<file path="src/hw/zero_fir_defs.svh">
`ifndef ZERO_FIR_DEFS_SVH
`define ZERO_FIR_DEFS_SVH

////////////////////////////////////////
// Datapath geometry
////////////////////////////////////////

// Samples handled on every clock
`define ZF_NSAMP 4

// Input, output and coefficient widths
`define ZF_NBITS 12
`define ZF_OBITS 16
`define ZF_CBITS 18

// Fixed point, 0x4000 is unity gain
`define ZF_CFRAC 14
// Output keeps 4 fraction bits over the input
`define ZF_OFRAC 4

////////////////////////////////////////
// Bus map
////////////////////////////////////////

`define ZF_ABITS 7
`define ZF_DBITS 32

// Control and write count
`define ZF_ADR_CTRL 7'h0
// Coefficient staging chain
`define ZF_ADR_COEF 7'h4

`endif

</file>
<file path="src/hw/sample_pkg.sv">
`include "zero_fir_defs.svh"

package sample_pkg;

    ////////////////////////////////////////
    // Sample side
    ////////////////////////////////////////

    // Raw input sample, integer
    typedef logic signed [`ZF_NBITS-1:0] sample_t;

    // Shaped output sample, 4 fraction bits
    typedef logic signed [`ZF_OBITS-1:0] out_sample_t;

    ////////////////////////////////////////
    // Arithmetic side
    ////////////////////////////////////////

    // Coefficient, 14 fraction bits
    typedef logic signed [`ZF_CBITS-1:0] coef_t;

    // Full precision sample times coefficient
    typedef logic signed [`ZF_NBITS+`ZF_CBITS-1:0] prod_t;

    // Two products summed, one guard bit
    typedef logic signed [`ZF_NBITS+`ZF_CBITS:0] acc_t;

endpackage

</file>
<file path="src/hw/output_shaper.sv">
`timescale 1ns/10ps
`include "zero_fir_defs.svh"

module output_shaper
    import sample_pkg::*;
(
    input  logic        clk,
    input  logic        reset_i,
    input  acc_t        acc_i [`ZF_NSAMP],
    input  sample_t     raw_i [`ZF_NSAMP],
    input  logic        bypass_i,
    output out_sample_t dat_o [`ZF_NSAMP]
);

    // Drop coefficient fraction, keep output fraction
    localparam int SHIFT   = `ZF_CFRAC - `ZF_OFRAC;
    // One extra bit so the rounding add cannot wrap
    localparam int RW      = $bits(acc_t) + 1;
    localparam int HALF    = 1 << (SHIFT - 1);
    localparam int SAT_MAX = (1 << (`ZF_OBITS - 1)) - 1;
    localparam int SAT_MIN = -(1 << (`ZF_OBITS - 1));

    logic signed [RW-1:0] rnd    [`ZF_NSAMP];
    logic signed [RW-1:0] scaled [`ZF_NSAMP];
    out_sample_t          sat    [`ZF_NSAMP];
    out_sample_t          byp    [`ZF_NSAMP];

    ////////////////////////////////////////
    // Round, scale, clip
    ////////////////////////////////////////

    always_comb begin
        for (int i = 0; i < `ZF_NSAMP; i++) begin
            // Round half up before the arithmetic shift
            rnd[i]    = acc_i[i] + RW'(HALF);
            scaled[i] = rnd[i] >>> SHIFT;

            // Clip to 16 bit range
            if (scaled[i] > SAT_MAX) begin
                sat[i] = out_sample_t'(SAT_MAX);
            end else if (scaled[i] < SAT_MIN) begin
                sat[i] = out_sample_t'(SAT_MIN);
            end else begin
                sat[i] = out_sample_t'(scaled[i]);
            end

            // Bypass path lines up with the output fraction
            byp[i] = out_sample_t'(raw_i[i]) <<< `ZF_OFRAC;
        end
    end

    ////////////////////////////////////////
    // Output register
    ////////////////////////////////////////

    // Whole frame takes one path or the other
    always_ff @(posedge clk) begin
        if (reset_i) begin
            for (int i = 0; i < `ZF_NSAMP; i++) begin
                dat_o[i] <= '0;
            end
        end else begin
            for (int i = 0; i < `ZF_NSAMP; i++) begin
                dat_o[i] <= bypass_i ? byp[i] : sat[i];
            end
        end
    end

endmodule

</file>
<file path="config.mk">
export PLATFORM = sky130hd
export DESIGN_NAME = output_shaper
export DESIGN_NICKNAME = d
export VERILOG_FILES = /design/src/hw/sample_pkg.sv /design/src/hw/output_shaper.sv
export VERILOG_INCLUDE_DIRS = /design/src /design/src/hw
export SDC_FILE = /design/constraint.sdc
export NUM_CORES = 1
export LEC_CHECK = 0
export ABC_AREA = 0
export ABC_CLOCK_PERIOD_IN_PS = 7300
export BUFFER_PORTS_ARGS = -buffer_cell sky130_fd_sc_hd__buf_2
export CORE_UTILIZATION = 30
export DETAILED_ROUTE_END_ITERATION = 12
export PLACE_DENSITY = 0.69
export SLEW_MARGIN = 20
export SYNTH_ARGS = -nofsm -noshare
export SYNTH_HDL_FRONTEND = slang
export SYNTH_SLANG_ARGS = --single-unit
export TNS_END_PERCENT = 10
</file>
<file path="constraint.sdc">
create_clock -name clk -period 7.3 [get_ports clk]
set_clock_uncertainty 0.1 [all_clocks]
set_input_delay 1.46 -clock clk [delete_from_list [all_inputs] [get_ports clk]]
set_output_delay 1.46 -clock clk [all_outputs]
set_load 0.03 [all_outputs]
</file>
==> impl_metrics.tcl <==
set metrics [dict create \
    ys.warnings.count 0 \
    critPathKind "in -> reg" \
    cts-root-buf "clkbuf_16" \
    grt_start_max_net_pins 36 \
    relSlewSlack 0.470 \
    die_h_um 120 \
    rsz0062_at_grt "no" \
    gp_congestion 0.860 \
    grt_first_pass_wirelength_um 19900 \
    drc 0 \
    dp_cells 880 \
    holdPathStages 3 \
    grt_pass1_vias 4057 \
    outcome "finished, final reports clean" \
    ant_nets 0 \
    yosys-top-cells-area "dfxtp_1, xnor2_1, xor2_1" \
    dieArea_sq_um 14300 \
    coreArea_sq_um 13300 \
    worst_pin_slew_ps 791 \
    yosysTopAreaCell "dfxtp_1" \
    fp-row-count 42 \
    finalSetupViolations 0 \
    layout.cells.non_filler 895 \
    cts_tree "built" \
    finalCriticalPeriod_ps 3720 \
    io_buffers 202 \
    dp_slack_ps 3210 \
    regMostFlops "dat_o" \
    yosysUniqueCellTypes 64 \
    top_regs "dat_o (64)" \
    cap_viol_max_count 0 \
    antenna_found_initial 0 \
    setup_ws_ps 3580 \
    start_util 0.311 \
    synth_top_area_frac 0.309 \
    drtPass1Iterations 5 \
    synth-edff-count 0 \
    critPathArrivalTime_ps 3810 \
    layout-drive-gt1-share 0.346 \
    peakVddDrop_mv 0.0981 \
    largest_reg_flops 64 \
    tns_ps 0 \
    synthFlopType "dfxtp_1" \
    io_pins 239 \
    syn-cell-area_sq_um 4150 \
    postSynthAreaPerCell_sq_um 8.03 \
    fillers 1399 \
    pwr_density_cell_nw_per_um2 187 \
    post-dp-hpwl_um 9740 \
    grt-ovfl-total 0 \
    htreeDepth 3 \
    placed_area_sq_um 5290 \
    end_kind "register" \
    post_cts_resized 0 \
    cts.sinks 64 \
    wl_per_cell_um 14.0 \
    synthArstFlopShare 0 \
    cp-start-kind "primary input" \
    vias 4488 \
    antenna_cells 0 \
    final_area_sq_um 5580 \
    seq_area_frac_synth 0.309 \
    die_x_um 120 \
    crit_fanout 14 \
    cp.required_ps 7380 \
    wl_um 12500 \
    syn_inst 517 \
    max_freq_mhz 269 \
    syn_nets 696 \
    grtUsageTotal 0.175 \
    leakage_uw 0.00256 \
    cts_made_buffers 9 \
    clkTransAtPathRegs_ps 60 \
    hold_buffers 0 \
    min_path_type "in -> reg" \
    cts.path.max_buffers 2 \
    timing.final.crit_share 0.510 \
    viasPerCell 5.01 \
    postCtsSetupRepairBufs 0 \
    ys_ff_latch 64 \
    syn2layout_area_growth_pct 34.4 \
    hold-worst-slack_ps 1240 \
    finalHoldViolations 0 \
    drt_iter0_markers 198 \
    fin_nets 894 \
    slew_violations 0 \
]
layout make-up:
type	count	area, sq um	area share
multi-input cells	406	2640	0.474
repair buffers	206	1040	0.187
clock inverters	6	61.3	0.0110
inverters	28	105	0.0188
well taps	176	220	0.0395
flip-flops and latches	64	1280	0.230
clock buffers	9	225	0.0404
critical path, stage by stage:
cell      delay (ps)
buf_2            140
nand3_1          130
nor3_1           590
nand2_1          200
a221o_1          380
a211oi_1         270
or3_1            460
o21ai_0          180
cells in the mapped netlist (9+ instances only):
cell and number:
and3_1 16, nor2_1 39, inv_1 28, nand3_1 36
clkbuf_1 10, xor2_1 26, a221oi_1 19, o21ai_0 16
nand4_1 11, nor3_1 16, nand2_1 59, nand2b_1 11
xnor2_1 31, a22oi_1 9, dfxtp_1 64
report_power, final:
part | total, uW | internal, uW | switching (uW) | leakage, uW
registers | 382 | 376 | 5.93 | 0.000533
logic | 236 | 87.1 | 149 | 0.00189
clock network | 424 | 261 | 163 | 0.000141
per-layer routing:
layer	share of wire	global-route usage	vias to the layer above
li1	-	-	2264
met1	0.45	0.214	2059
met2	0.47	0.293	150
met3	0.066	0.0428	15
met4	0.018	0.0727	0
met5	0	0	-
path summary, 6_finish.rpt:
| path | startpoint | to | slack (ps) |
|---|---|---|---|
| worst max-delay path | acc_i[104] | dat_o[49] | 3580 |
| worst min-delay path | raw_i[16] | dat_o[24] | 1240 |
cells in the final DEF, fill, tap and decap left out, types with 5 or more instances in the layout:
cell and count:
buf_2 202, nor3b_1 5, nor3_1 16, nand3_1 36, o21a_1 5, dfxtp_1 64
and3_1 16, a22oi_1 9, nor2_1 39, nor4_1 7, xnor2_1 31, nand4_1 11
or2_2 5, inv_1 28, o211ai_2 6, a221oi_1 19, or3_1 6, nand2_1 59
xor2_1 26, a21oi_1 7, and4_1 5, o21ai_0 16, clkbuf_16 9, o211ai_1 6
nand2b_1 11
through the flow:
stage,util,power [uW]
2_1_floorplan,-,527
3_3_place_gp,0.396,623
3_5_place_dp,0.396,626
4_1_cts,0.418,1050
5_1_grt,0.418,1090
6_report,0.418,1040
logic make-up (layout without fill, tap and decap cells):
family	count (synthesis)	in the layout	synth area share
compound gates	95	95	0.176
xor+xnor	57	57	0.120
fa+ha+maj	4	4	0.0121
buf+inv	47	249	0.0545
flops	64	64	0.309
mux	6	6	0.0151
simple gates	244	244	0.314
Note: power is estimated with default switching activity, not from simulation.
