===== src/hw/zero_fir_defs.svh =====
`ifndef ZERO_FIR_DEFS_SVH
`define ZERO_FIR_DEFS_SVH

////////////////////////////////////////
// Datapath geometry
////////////////////////////////////////

// Samples handled on every clock
`define ZF_NSAMP 4

// Input, output and coefficient widths
`define ZF_NBITS 12
`define ZF_OBITS 16
`define ZF_CBITS 18

// Fixed point, 0x4000 is unity gain
`define ZF_CFRAC 14
// Output keeps 4 fraction bits over the input
`define ZF_OFRAC 4

////////////////////////////////////////
// Bus map
////////////////////////////////////////

`define ZF_ABITS 7
`define ZF_DBITS 32

// Control and write count
`define ZF_ADR_CTRL 7'h0
// Coefficient staging chain
`define ZF_ADR_COEF 7'h4

`endif


===== src/hw/coef_bus_pkg.sv =====
`include "zero_fir_defs.svh"

package coef_bus_pkg;

    ////////////////////////////////////////
    // Bus words
    ////////////////////////////////////////

    typedef logic [`ZF_ABITS-1:0] bus_adr_t;
    typedef logic [`ZF_DBITS-1:0] bus_dat_t;

    // Word written to the coefficient address
    // Coefficient sits right justified
    typedef struct packed {
        logic [`ZF_DBITS-`ZF_CBITS-1:0] pad;
        logic [`ZF_CBITS-1:0]           coef;
    } coef_word_t;

    // Word written to the control address
    typedef struct packed {
        logic [`ZF_DBITS-2:0] rsvd;
        logic                 update;   // Copy staged set to active set
    } ctrl_word_t;

    // Same write word, seen two ways depending on address
    typedef union packed {
        coef_word_t coef_word;
        ctrl_word_t ctrl_word;
    } bus_word_u;

endpackage


===== src/hw/sample_pkg.sv =====
`include "zero_fir_defs.svh"

package sample_pkg;

    ////////////////////////////////////////
    // Sample side
    ////////////////////////////////////////

    // Raw input sample, integer
    typedef logic signed [`ZF_NBITS-1:0] sample_t;

    // Shaped output sample, 4 fraction bits
    typedef logic signed [`ZF_OBITS-1:0] out_sample_t;

    ////////////////////////////////////////
    // Arithmetic side
    ////////////////////////////////////////

    // Coefficient, 14 fraction bits
    typedef logic signed [`ZF_CBITS-1:0] coef_t;

    // Full precision sample times coefficient
    typedef logic signed [`ZF_NBITS+`ZF_CBITS-1:0] prod_t;

    // Two products summed, one guard bit
    typedef logic signed [`ZF_NBITS+`ZF_CBITS:0] acc_t;

endpackage


===== src/hw/coef_regfile.sv =====
`timescale 1ns/10ps
`include "zero_fir_defs.svh"

module coef_regfile
    import coef_bus_pkg::*;
    import sample_pkg::*;
(
    input  logic     clk,
    input  logic     reset_i,
    input  logic     wb_cyc_i,
    input  logic     wb_stb_i,
    input  logic     wb_we_i,
    input  bus_adr_t wb_adr_i,
    input  bus_dat_t wb_dat_i,
    output logic     wb_ack_o,
    output bus_dat_t wb_dat_o,
    output coef_t    b0_o [`ZF_NSAMP],
    output coef_t    b1_o [`ZF_NSAMP]
);

    // Two coefficients per lane
    localparam int NCOEF    = 2 * `ZF_NSAMP;
    localparam int CNT_BITS = 8;
    localparam coef_t UNITY = coef_t'(1 << `ZF_CFRAC);

    logic                req;
    logic                req_new;
    logic                coef_wr;
    logic                ctrl_wr;
    logic                do_update;
    bus_word_u           wr_word;
    coef_t               stage_q [NCOEF];
    logic [CNT_BITS-1:0] wr_cnt_q;

    ////////////////////////////////////////
    // Bus decode
    ////////////////////////////////////////

    assign req = wb_cyc_i & wb_stb_i;
    // Only the first cycle of a request, ack not yet out
    assign req_new = req & ~wb_ack_o;

    assign wr_word   = wb_dat_i;
    assign coef_wr   = req_new & wb_we_i & (wb_adr_i == `ZF_ADR_COEF);
    assign ctrl_wr   = req_new & wb_we_i & (wb_adr_i == `ZF_ADR_CTRL);
    assign do_update = ctrl_wr & wr_word.ctrl_word.update;

    // One cycle ack, writes land on this same edge
    always_ff @(posedge clk) begin
        if (reset_i) begin
            wb_ack_o <= 1'b0;
        end else begin
            wb_ack_o <= req_new;
        end
    end

    // Read data valid alongside ack
    // Control address gives write count, rest reads zero
    always_ff @(posedge clk) begin
        if (reset_i) begin
            wb_dat_o <= '0;
        end else if (req_new && !wb_we_i && (wb_adr_i == `ZF_ADR_CTRL)) begin
            wb_dat_o <= bus_dat_t'(wr_cnt_q);
        end else begin
            wb_dat_o <= '0;
        end
    end

    ////////////////////////////////////////
    // Staging chain and count
    ////////////////////////////////////////

    // Newest write enters position 0
    // Even slots b0, odd slots b1 once full
    always_ff @(posedge clk) begin
        if (reset_i) begin
            for (int i = 0; i < NCOEF; i++) begin
                stage_q[i] <= (i % 2 == 0) ? UNITY : '0;
            end
        end else if (coef_wr) begin
            stage_q[0] <= coef_t'(wr_word.coef_word.coef);
            for (int i = 1; i < NCOEF; i++) begin
                stage_q[i] <= stage_q[i-1];
            end
        end
    end

    // Writes since last update
    always_ff @(posedge clk) begin
        if (reset_i) begin
            wr_cnt_q <= '0;
        end else if (do_update) begin
            wr_cnt_q <= '0;
        end else if (coef_wr) begin
            wr_cnt_q <= wr_cnt_q + 1'b1;
        end
    end

    ////////////////////////////////////////
    // Active set
    ////////////////////////////////////////

    // Identity filter out of reset
    always_ff @(posedge clk) begin
        if (reset_i) begin
            for (int k = 0; k < `ZF_NSAMP; k++) begin
                b0_o[k] <= UNITY;
                b1_o[k] <= '0;
            end
        end else if (do_update) begin
            for (int k = 0; k < `ZF_NSAMP; k++) begin
                b0_o[k] <= stage_q[2*k];
                b1_o[k] <= stage_q[2*k+1];
            end
        end
    end

endmodule


===== config.mk =====
export PLATFORM = sky130hd
export DESIGN_NAME = coef_regfile
export DESIGN_NICKNAME = d
export VERILOG_FILES = /design/src/hw/coef_bus_pkg.sv /design/src/hw/sample_pkg.sv /design/src/hw/coef_regfile.sv
export VERILOG_INCLUDE_DIRS = /design/src /design/src/hw
export SDC_FILE = /design/constraint.sdc
export NUM_CORES = 1
export LEC_CHECK = 0
export ABC_AREA = 1
export BUFFER_PORTS_ARGS = -buffer_cell sky130_fd_sc_hd__buf_4
export CORE_MARGIN = 2
export CORE_UTILIZATION = 45
export CTS_BUF_LIST = sky130_fd_sc_hd__clkbuf_16
export DETAILED_ROUTE_END_ITERATION = 6
export PLACE_DENSITY = 0.66
export REMOVE_ABC_BUFFERS = 1
export SLEW_MARGIN = 5
export SYNTH_ARGS = -nofsm -noshare
export SYNTH_HDL_FRONTEND = slang
export SYNTH_SLANG_ARGS = --single-unit

===== constraint.sdc =====
create_clock -name clk -period 5.8 [get_ports clk]
set_input_delay 0.87 -clock clk [delete_from_list [all_inputs] [get_ports clk]]
set_output_delay 0.87 -clock clk [all_outputs]
set_load 0.005 [all_outputs]

==> flow_summary.yaml <==
clock_tree:
  cts-resized-gates: 0
  clock_latency_ns: 0.50
  cts_tree: "done"
  cts_buffer_depth: 3
  h-tree-depth: 2
  path_clk_slew_ns: 0.06
  cts_root_buf: "clkbuf_16"
  cts_buffers: 34
  cts.sinks: 305
  post_cts_buffers: 0
  ctsHoldBuffers: 0
route:
  wl_per_cell_um: 11.8
  viasPerCell: 4.33
  drc: 0
  firstDrtPassIters: 4
  vias: 8287
  ant_nets: 0
  drt-total-wl_um: 22700
  drt_iter0_markers: 598
cells_and_area:
  final_nets: 1600
  most-common-layout-cells: "375 x nor2_1, 291 x nand2_1, 275 x inv_1"
  final_common_cell: "nor2_1"
  layoutNonFillerInstCount: 1916
  final_cell_area_sq_mm: 0.0145
  drive_gt1_share_pct: 15.2
  syn_to_final_growth_pct: 21.3
  antenna_cells: 0
synthesis:
  ys_seq_area_share_pct: 63.4
  synth_seq_cells: 305
  synth_area_leaders: "edfxtp_1 36%, dfxtp_1 27%, nor2_1 12%"
  netlist.area_leader.share_pct: 36.3
  synthCells: 1392
  synth_top_area_cell: "edfxtp_1"
  synth.distinct_cells: 24
  synth_area_sq_mm: 0.0119
  synth_warnings: 0
  syn_avg_cell_area_sq_um: 8.56
worst_setup_path:
  setup.worst_path.start_class: "input pin"
  cpMaxStageDelayCell: "nand2_4"
  crit_required_ns: 5.94
  crit_fanout: 55
  crit_type: "in2reg"
  crit_path_max_incr_delay_ns: 0.66
  cp.arrival_ns: 3.01
  crit_path_cell_trace: "buf_4, nor2_1, nand2_1, nor2_1, nand2_1, nand2_4, buf_4"
  endpoint_kind: "flip-flop"
power_and_ir_drop:
  irDropWorstVdd_mv: 0.213
  power_density_mw_per_mm2: 304
  leakagePower_nw: 7.33
placement:
  dp_hpwl_um: 13400
  placedInstanceArea_sq_mm: 0.0134
  post-place-ws_ns: 2.36
  port-buffer-count: 182
  dp.cells: 1854
  gp_congestion: 0.765
timing:
  rsz0062_at_grt: "no"
  finalHoldViolations: 0
  fmax_ghz: 0.348
  finalSetupTns_ns: 0
  slew_headroom_pct: 31.5
  period_needed_ns: 2.88
  period_share_pct: 49.6
  fin_skew_ns: 0.00827
  worst_pin_slew_ns: 1.02
  worst_slack_ns: 2.92
  setup_violations: 0
  final_max_slew_viol_count: 0
floorplanning:
  die-area_sq_mm: 0.0278
  die_h_um: 167
  rows: 59
  core_sq_mm: 0.0261
  initial_utilization_pct: 45.7
  io-pin-count: 221
  die_width_um: 167
global_route:
  grtUsageMet1_pct: 19.9
  grt_antenna_before_repair: 0
  grt_usage_pct: 16.1
  globalRouteMet3Util_pct: 4.75
  use_met2_pct: 27.7
  grt_max_degree: 114
  overflow: 0
  grt_pass1_vias: 7701
  grt_pass1_wl_um: 37400
  top_usage_layer: "met2"
worst_hold_path:
  hp-class: "reg2reg"
run:
  drv_cap: 0
status:
  outcome: "completed"
[power breakdown]
group	leakage [nW]	internal [mW]	switching, mW
combinational	4.00	0.0262	0.0702
sequential	2.77	2.29	0.0157
clock	0.570	1.17	0.817
total	7.33	3.49	0.903
[worst max-delay path: cells and delay by family]
kind | cells | cell delay, ns
simple gates | 5 | 1.46
buf+inv | 2 | 0.64
[final cells by class]
cell class                      instances  area (sq um)
Clock buffer                           38           951
Multi-Input combinational cell        764          3020
Inverter                              263           992
Sequential cell                       305          7550
Tap cell                              335           419
Timing Repair Buffer                  187          1420
Fill cell                            2326         11600
Clock inverter                         24           103
[flip-flops by register name, summed over array words and instances, names as in the netlist]
name,count
stage_q,144
b1_o,72
wb_dat_o,8
wr_cnt_q,8
b0_o,72
wb_ack_o,1
[final timing paths]
check	depth (start not counted)	slack, ns	startpoint	end
hold reg to reg	2	0.47	stage_q[7][9]	b1_o[9]
setup reg to reg	6	3.28	wb_ack_o	stage_q[0][15]
hold / removal	2	0.47	stage_q[7][9]	b1_o[9]
setup / recovery	7	2.92	wb_adr_i[1]	stage_q[0][15]
[cells in the mapped netlist]
cell type	number
nand2_2	2
buf_6	4
ha_1	1
edfxtp_1	144
buf_4	29
nor3_1	1
buf_2	19
nand2_1	293
inv_2	2
dfxtp_1	161
nand4_1	2
clkbuf_1	23
buf_1	8
nor2_2	1
xor2_1	1
nor2_1	376
conb_1	1
nand3_1	14
or2_2	1
o21ai_0	2
inv_1	261
nand4_2	1
a21oi_1	42
or2_1	3
[logic make-up (layout without fill, tap and decap cells)]
logic type / count (synthesis) / in the layout / synth area share [%]
AO/OA/AOI/OAI: 44 / 44 / 1.85
XOR/XNOR: 1 / 1 / 0.0736
adder cells (fa/ha/maj): 1 / 1 / 0.105
buffers and inverters: 346 / 512 / 12.3
flip-flops: 305 / 305 / 63.4
other: 1 / 24 / 0.0315
AND/OR/NAND/NOR: 694 / 694 / 22.3
[through the flow]
stage | hold slack (ns) | total power [mW] | utilization [%]
after floorplan | 0.444 | 2.41 | -
after global placement | 0.450 | 2.45 | 51.4
after detailed placement | 0.462 | 2.45 | 51.4
after CTS | 0.474 | 4.45 | 55.5
after global routing | 0.481 | 4.56 | 55.5
final | 0.471 | 4.39 | 55.5
[per-layer routing]
layer / routed length (um) / up-vias
met4: 428 / 0
li1: - / 4395
met1: 9840 / 3714
met3: 1310 / 27
met5: 0 / -
met2: 11100 / 151
(Power assumes the default switching activity.)
