**src/hw/zero_fir_defs.svh**
```systemverilog
`ifndef ZERO_FIR_DEFS_SVH
`define ZERO_FIR_DEFS_SVH

////////////////////////////////////////
// Datapath geometry
////////////////////////////////////////

// Samples handled on every clock
`define ZF_NSAMP 4

// Input, output and coefficient widths
`define ZF_NBITS 12
`define ZF_OBITS 16
`define ZF_CBITS 18

// Fixed point, 0x4000 is unity gain
`define ZF_CFRAC 14
// Output keeps 4 fraction bits over the input
`define ZF_OFRAC 4

////////////////////////////////////////
// Bus map
////////////////////////////////////////

`define ZF_ABITS 7
`define ZF_DBITS 32

// Control and write count
`define ZF_ADR_CTRL 7'h0
// Coefficient staging chain
`define ZF_ADR_COEF 7'h4

`endif

```
**src/hw/sample_pkg.sv**
```systemverilog
`include "zero_fir_defs.svh"

package sample_pkg;

    ////////////////////////////////////////
    // Sample side
    ////////////////////////////////////////

    // Raw input sample, integer
    typedef logic signed [`ZF_NBITS-1:0] sample_t;

    // Shaped output sample, 4 fraction bits
    typedef logic signed [`ZF_OBITS-1:0] out_sample_t;

    ////////////////////////////////////////
    // Arithmetic side
    ////////////////////////////////////////

    // Coefficient, 14 fraction bits
    typedef logic signed [`ZF_CBITS-1:0] coef_t;

    // Full precision sample times coefficient
    typedef logic signed [`ZF_NBITS+`ZF_CBITS-1:0] prod_t;

    // Two products summed, one guard bit
    typedef logic signed [`ZF_NBITS+`ZF_CBITS:0] acc_t;

endpackage

```
**src/hw/zero_fir.sv**
```systemverilog
`timescale 1ns/10ps
`include "zero_fir_defs.svh"

module zero_fir
    import sample_pkg::*;
(
    input  logic    clk,
    input  logic    reset_i,
    input  sample_t dat_i [`ZF_NSAMP],
    input  logic    bypass_i,
    input  coef_t   b0_i [`ZF_NSAMP],
    input  coef_t   b1_i [`ZF_NSAMP],
    output acc_t    acc_o [`ZF_NSAMP],
    output sample_t raw_o [`ZF_NSAMP],
    output logic    bypass_o
);

    // Lane feeding the next frame's lane 0
    localparam int LAST = `ZF_NSAMP - 1;

    sample_t x_q    [`ZF_NSAMP];
    sample_t hist_q;
    sample_t x_prev [`ZF_NSAMP];
    prod_t   p0_q   [`ZF_NSAMP];
    prod_t   p1_q   [`ZF_NSAMP];
    sample_t raw_q  [`ZF_NSAMP];
    logic    byp_q0;
    logic    byp_q1;

    ////////////////////////////////////////
    // Stage 0, input and history
    ////////////////////////////////////////

    // Input reg is the history source
    // Cleared so history starts at zero
    always_ff @(posedge clk) begin
        if (reset_i) begin
            for (int i = 0; i < `ZF_NSAMP; i++) begin
                x_q[i] <= '0;
            end
            hist_q <= '0;
            byp_q0 <= 1'b0;
        end else begin
            x_q    <= dat_i;
            hist_q <= x_q[LAST];
            byp_q0 <= bypass_i;
        end
    end

    // x[n-1] per lane
    // Lane 0 reaches back into the previous frame
    always_comb begin
        x_prev[0] = hist_q;
        for (int i = 1; i < `ZF_NSAMP; i++) begin
            x_prev[i] = x_q[i-1];
        end
    end

    ////////////////////////////////////////
    // Stage 1, products
    ////////////////////////////////////////

    // Uses whatever active set is present now
    always_ff @(posedge clk) begin
        for (int i = 0; i < `ZF_NSAMP; i++) begin
            p0_q[i]  <= x_q[i] * b0_i[i];
            p1_q[i]  <= x_prev[i] * b1_i[i];
            raw_q[i] <= x_q[i];
        end
    end

    always_ff @(posedge clk) begin
        if (reset_i) begin
            byp_q1 <= 1'b0;
        end else begin
            byp_q1 <= byp_q0;
        end
    end

    ////////////////////////////////////////
    // Stage 2, sums
    ////////////////////////////////////////

    // Guard bit absorbs the add
    always_ff @(posedge clk) begin
        for (int i = 0; i < `ZF_NSAMP; i++) begin
            acc_o[i] <= p0_q[i] + p1_q[i];
            raw_o[i] <= raw_q[i];
        end
    end

    // Bypass flag kept in step with the sums
    always_ff @(posedge clk) begin
        if (reset_i) begin
            bypass_o <= 1'b0;
        end else begin
            bypass_o <= byp_q1;
        end
    end

endmodule

```
**config.mk**
```make
export PLATFORM = sky130hd
export DESIGN_NAME = zero_fir
export DESIGN_NICKNAME = d
export VERILOG_FILES = /design/src/hw/sample_pkg.sv /design/src/hw/zero_fir.sv
export VERILOG_INCLUDE_DIRS = /design/src /design/src/hw
export SDC_FILE = /design/constraint.sdc
export NUM_CORES = 2
export LEC_CHECK = 0
export BUFFER_PORTS_ARGS = -buffer_cell sky130_fd_sc_hd__buf_2
export CAP_MARGIN = 0
export CORE_UTILIZATION = 60
export CTS_CLUSTER_SIZE = 10
export DETAILED_ROUTE_END_ITERATION = 10
export PLACE_DENSITY = 0.78
export RECOVER_POWER = 100
export SETUP_SLACK_MARGIN = 0.05
export SYNTH_ARGS = -nofsm -noshare
export SYNTH_HDL_FRONTEND = slang
export SYNTH_SLANG_ARGS = --single-unit
```
**constraint.sdc**
```tcl
create_clock -name clk -period 11.8 [get_ports clk]
set_input_delay 2.36 -clock clk [delete_from_list [all_inputs] [get_ports clk]]
set_output_delay 2.36 -clock clk [all_outputs]
set_load 0.01 [all_outputs]
```
==> results.cfg <==
[clock_network]
cts_root_buf = clkbuf_16
clk_pin_slew_worst_paths_ns = 0.06
cts.htree.levels = 3
cts_buffers = 69
cts_max_path_buffers = 3
cts_num_sinks = 523
cts_setup_buffers = 0
cts_resized = 0
postCtsHoldBufs = 0
clk_latency_ns = 0.66
cts_tree = yes

[run]
maxCapViolCount = 26

[floorplanning]
die_area_um2 = 130200
ioPinCount = 368
floorplan.rows = 131
core_um2 = 127700
start_util_pct = 60.52
die_y_um = 360.9
chipWidth_um = 360.9

[logic_synthesis]
netlist_instances = 8363
synthTopCellsByCount = 1,902 x inv_1, 1,588 x fa_1, 1,167 x nand2_1, 624 x ha_1, 534 x and2_1
ys_seq_area_share_pct = 13.55
synth_area_um2 = 77270
yosys-top-cells-area = fa_1 41%, dfxtp_1 14%, ha_1 10%, inv_1 9.2%, nand2_1 5.7%
yosysMostFrequentCell = inv_1
syn_avg_cell_area_um2 = 9.240
synth_top_family_by_area = adder cells
yosys.area.top_type_share_pct = 41.14
synth_fa_ha_area_share_pct = 51.25
yosys.area.top_type = fa_1
synth_compound_area_share_pct = 6.525
synth_seq_cells = 523
synth_edf_count = 0
synth_warnings = 0
syn_nets = 10770
yosys.area_share.xor_xnor_pct = 3.740
ys_types = 85
yosys.area_share.simple_pct = 14.01
ys.flop_type = dfxtp_1
synthArstFlopShare_pct = 0
muxShareOfSynthArea_pct = 0.06639

[timing]
setup_viol = 0
setup_slack_ns = 3.903
finalCriticalPeriod_ns = 7.897
tightest_slew_ns = 4.091
fmax_mhz = 126.6
drv_slew = 973
period_share_pct = 66.93
tns_ns = 0
final_hold_viol_count = 0
rsz0062_at_grt = false
finClkSkew_ns = 0.03188
relSlewSlack_pct = -172.7

[pwr]
p_per_area_nw_per_um2 = 199.7
comb_power_share_pct = 69.9
p_switching_w = 0.007688
switching_share_pct = 47.12
internal_power_w = 0.008627
power.leakage_nw = 41.12
finalPower_w = 0.01632
ir_worst_vdd_mv = 0.1550
seqPwrFrac_pct = 17.8
p_clk_share_pct = 12.3

[worst_setup_path]
critical_path.cell_chain = clkbuf_1 -> nand2_1 -> fa_1 -> inv_1 -> fa_1 -> fa_1 -> fa_1 -> inv_1 -> fa_1 -> inv_1 -> ha_1 -> and3_1 -> a221oi_1 -> nor2_1 -> a311o_1 -> a221oi_1 -> o21a_1 -> o21ai_0 -> o41ai_1 -> xnor2_1
cp.arrival_ns = 8.47
cp_slowest_cell = a221oi_1
slowest_delay_ns = 0.60
cp_max_fo = 12
timing_worst_setup_path_type = input port to register
end_kind = register
required_ns = 12.37
critPathLaunchType = input port
critical_path.most_common_cell = fa_1

[route]
first_pass_iters = 6
drt-initial-drc-count = 2880
drt-total-wl_mm = 172.7
remaining_drc_errors = 0
antenna_left = 0
wl_per_cell_um = 16.93
num_vias = 55060
viasPerCell = 5.398

[status]
status = complete, but fails checks
violations = capacitance limit, slew limit

[grt]
grt_usage_pct = 27.75
grt_max_degree = 64
grt_overflow = 0
grt_pass1_wl_mm = 293.0
antenna_found_initial = 17
grt_pass1_vias = 60080

[final_layout]
design_area_um2 = 81720
drive_above_1_share_pct = 3.551
fill_cells = 10420
final_net_count = 10910
stdcell_count = 10200
syn_to_final_growth_pct = 5.752

[placed_design]
dp_slack_ns = 3.904
place_hpwl_mm = 140.2
io_buffers = 367
placed_cell_area_um2 = 80180
dpl.cell_count = 10090
gp_congestion = 0.9241

[hold_path]
hold_path_class = register to register
-- layer usage --
layer	track usage (%)	wire, µm
met1	34.53	68810
met2	47.65	84670
met3	5.264	11700
met4	10.91	7353
met5	0	156
-- power by group through the flow --
stage               registers (W)  logic [W]  clock network (W)
floorplan                 0.00285    0.00885                  0
global placement          0.00293     0.0112                  0
detailed placement        0.00293     0.0116                  0
CTS                       0.00291     0.0117            0.00206
global route              0.00295     0.0129            0.00213
finish                    0.00291     0.0114            0.00200
-- per-stage QoR --
| step | utilization, % | hold slack, ns |
|---|---|---|
| after global routing | 63.99 | 0.3233 |
| after floorplan | - | 0.3096 |
| after detailed placement | 62.80 | 0.3121 |
| final | 64.00 | 0.3080 |
| after CTS | 64.44 | 0.3065 |
| after global placement | 62.80 | 0.3099 |
-- worst max-delay path, delay by kind of cell --
kind / cells / cell delay, ns
simple gates: 3 / 0.43
buf+inv: 4 / 0.63
fa+ha+maj: 6 / 2.86
compound gates: 6 / 2.03
xor+xnor: 1 / 0.16
-- cells in the final DEF (no fill, tap or decap), types with 13 or more instances in the layout --
| master | synthesis | layout |
|---|---|---|
| nand2_1 | 1167 | 1167 |
| nand4_1 | 16 | 16 |
| o31a_1 | 14 | 14 |
| inv_1 | 1902 | 1902 |
| dfxtp_1 | 523 | 523 |
| o211ai_1 | 14 | 14 |
| nor3_1 | 32 | 33 |
| and2_0 | 0 | 14 |
| clkbuf_1 | 330 | 220 |
| o21ai_0 | 115 | 127 |
| and2_1 | 534 | 520 |
| nand2b_1 | 60 | 60 |
| clkbuf_16 | 0 | 72 |
| nor2b_1 | 103 | 103 |
| ha_1 | 624 | 624 |
| a31oi_1 | 17 | 19 |
| nand3_1 | 57 | 57 |
| o21bai_1 | 37 | 37 |
| o21a_1 | 61 | 61 |
| xor2_1 | 66 | 66 |
| fa_1 | 1588 | 1588 |
| buf_2 | 0 | 180 |
| a21oi_1 | 222 | 223 |
| o31ai_1 | 12 | 13 |
| nor2_1 | 273 | 273 |
| a211oi_1 | 20 | 23 |
| and3_1 | 22 | 23 |
| xnor2_1 | 264 | 264 |
| a21o_1 | 120 | 120 |
-- final timing paths --
path                      end  slack [ns]        start  cells past startpoint
setup / recovery  p0_q[0][28]        3.90     b0_i[58]                     20
hold / removal      raw_o[12]        0.31  raw_q[2][0]                      0
setup reg to reg  p0_q[0][28]        3.97   x_prev[27]                     20
hold reg to reg     raw_o[12]        0.31  raw_q[2][0]                      0
-- flip-flops by register name (all words and copies together) (netlist names) --
| signal | flops |
|---|---|
| x_prev | 36 |
| byp_q0 | 1 |
| raw_q | 48 |
| hist_q | 12 |
| p0_q | 120 |
| acc_o | 124 |
| raw_o | 48 |
| p1_q | 120 |
| byp_q1 | 1 |
| x_q | 12 |
| bypass_o | 1 |
-- kinds of logic (layout without fill, tap and decap cells) --
kind of cell             after synthesis  count (layout)
XOR/XNOR                             330             330
AO/OA/AOI/OAI                        742             742
buffers and inverters               2237            2407
other                                  0               4
flip-flops                           523             523
adder cells (fa/ha/maj)             2212            2212
AND/OR/NAND/NOR                     2314            2314
multiplexers                           5               5
-- cell type report --
type / instances / area [µm²] / share of cell area [%]
Clock buffer: 90 / 1929 / 2.361
Tap cell: 1662 / 2079 / 2.545
Multi-Input combinational cell: 5603 / 58150 / 71.17
Timing Repair Buffer: 398 / 1757 / 2.150
Sequential cell: 523 / 10470 / 12.81
Antenna cell: 4 / 10.01 / 0.01225
Clock inverter: 15 / 170.2 / 0.2082
Inverter: 1904 / 7147 / 8.746
(Power assumes the default switching activity.)
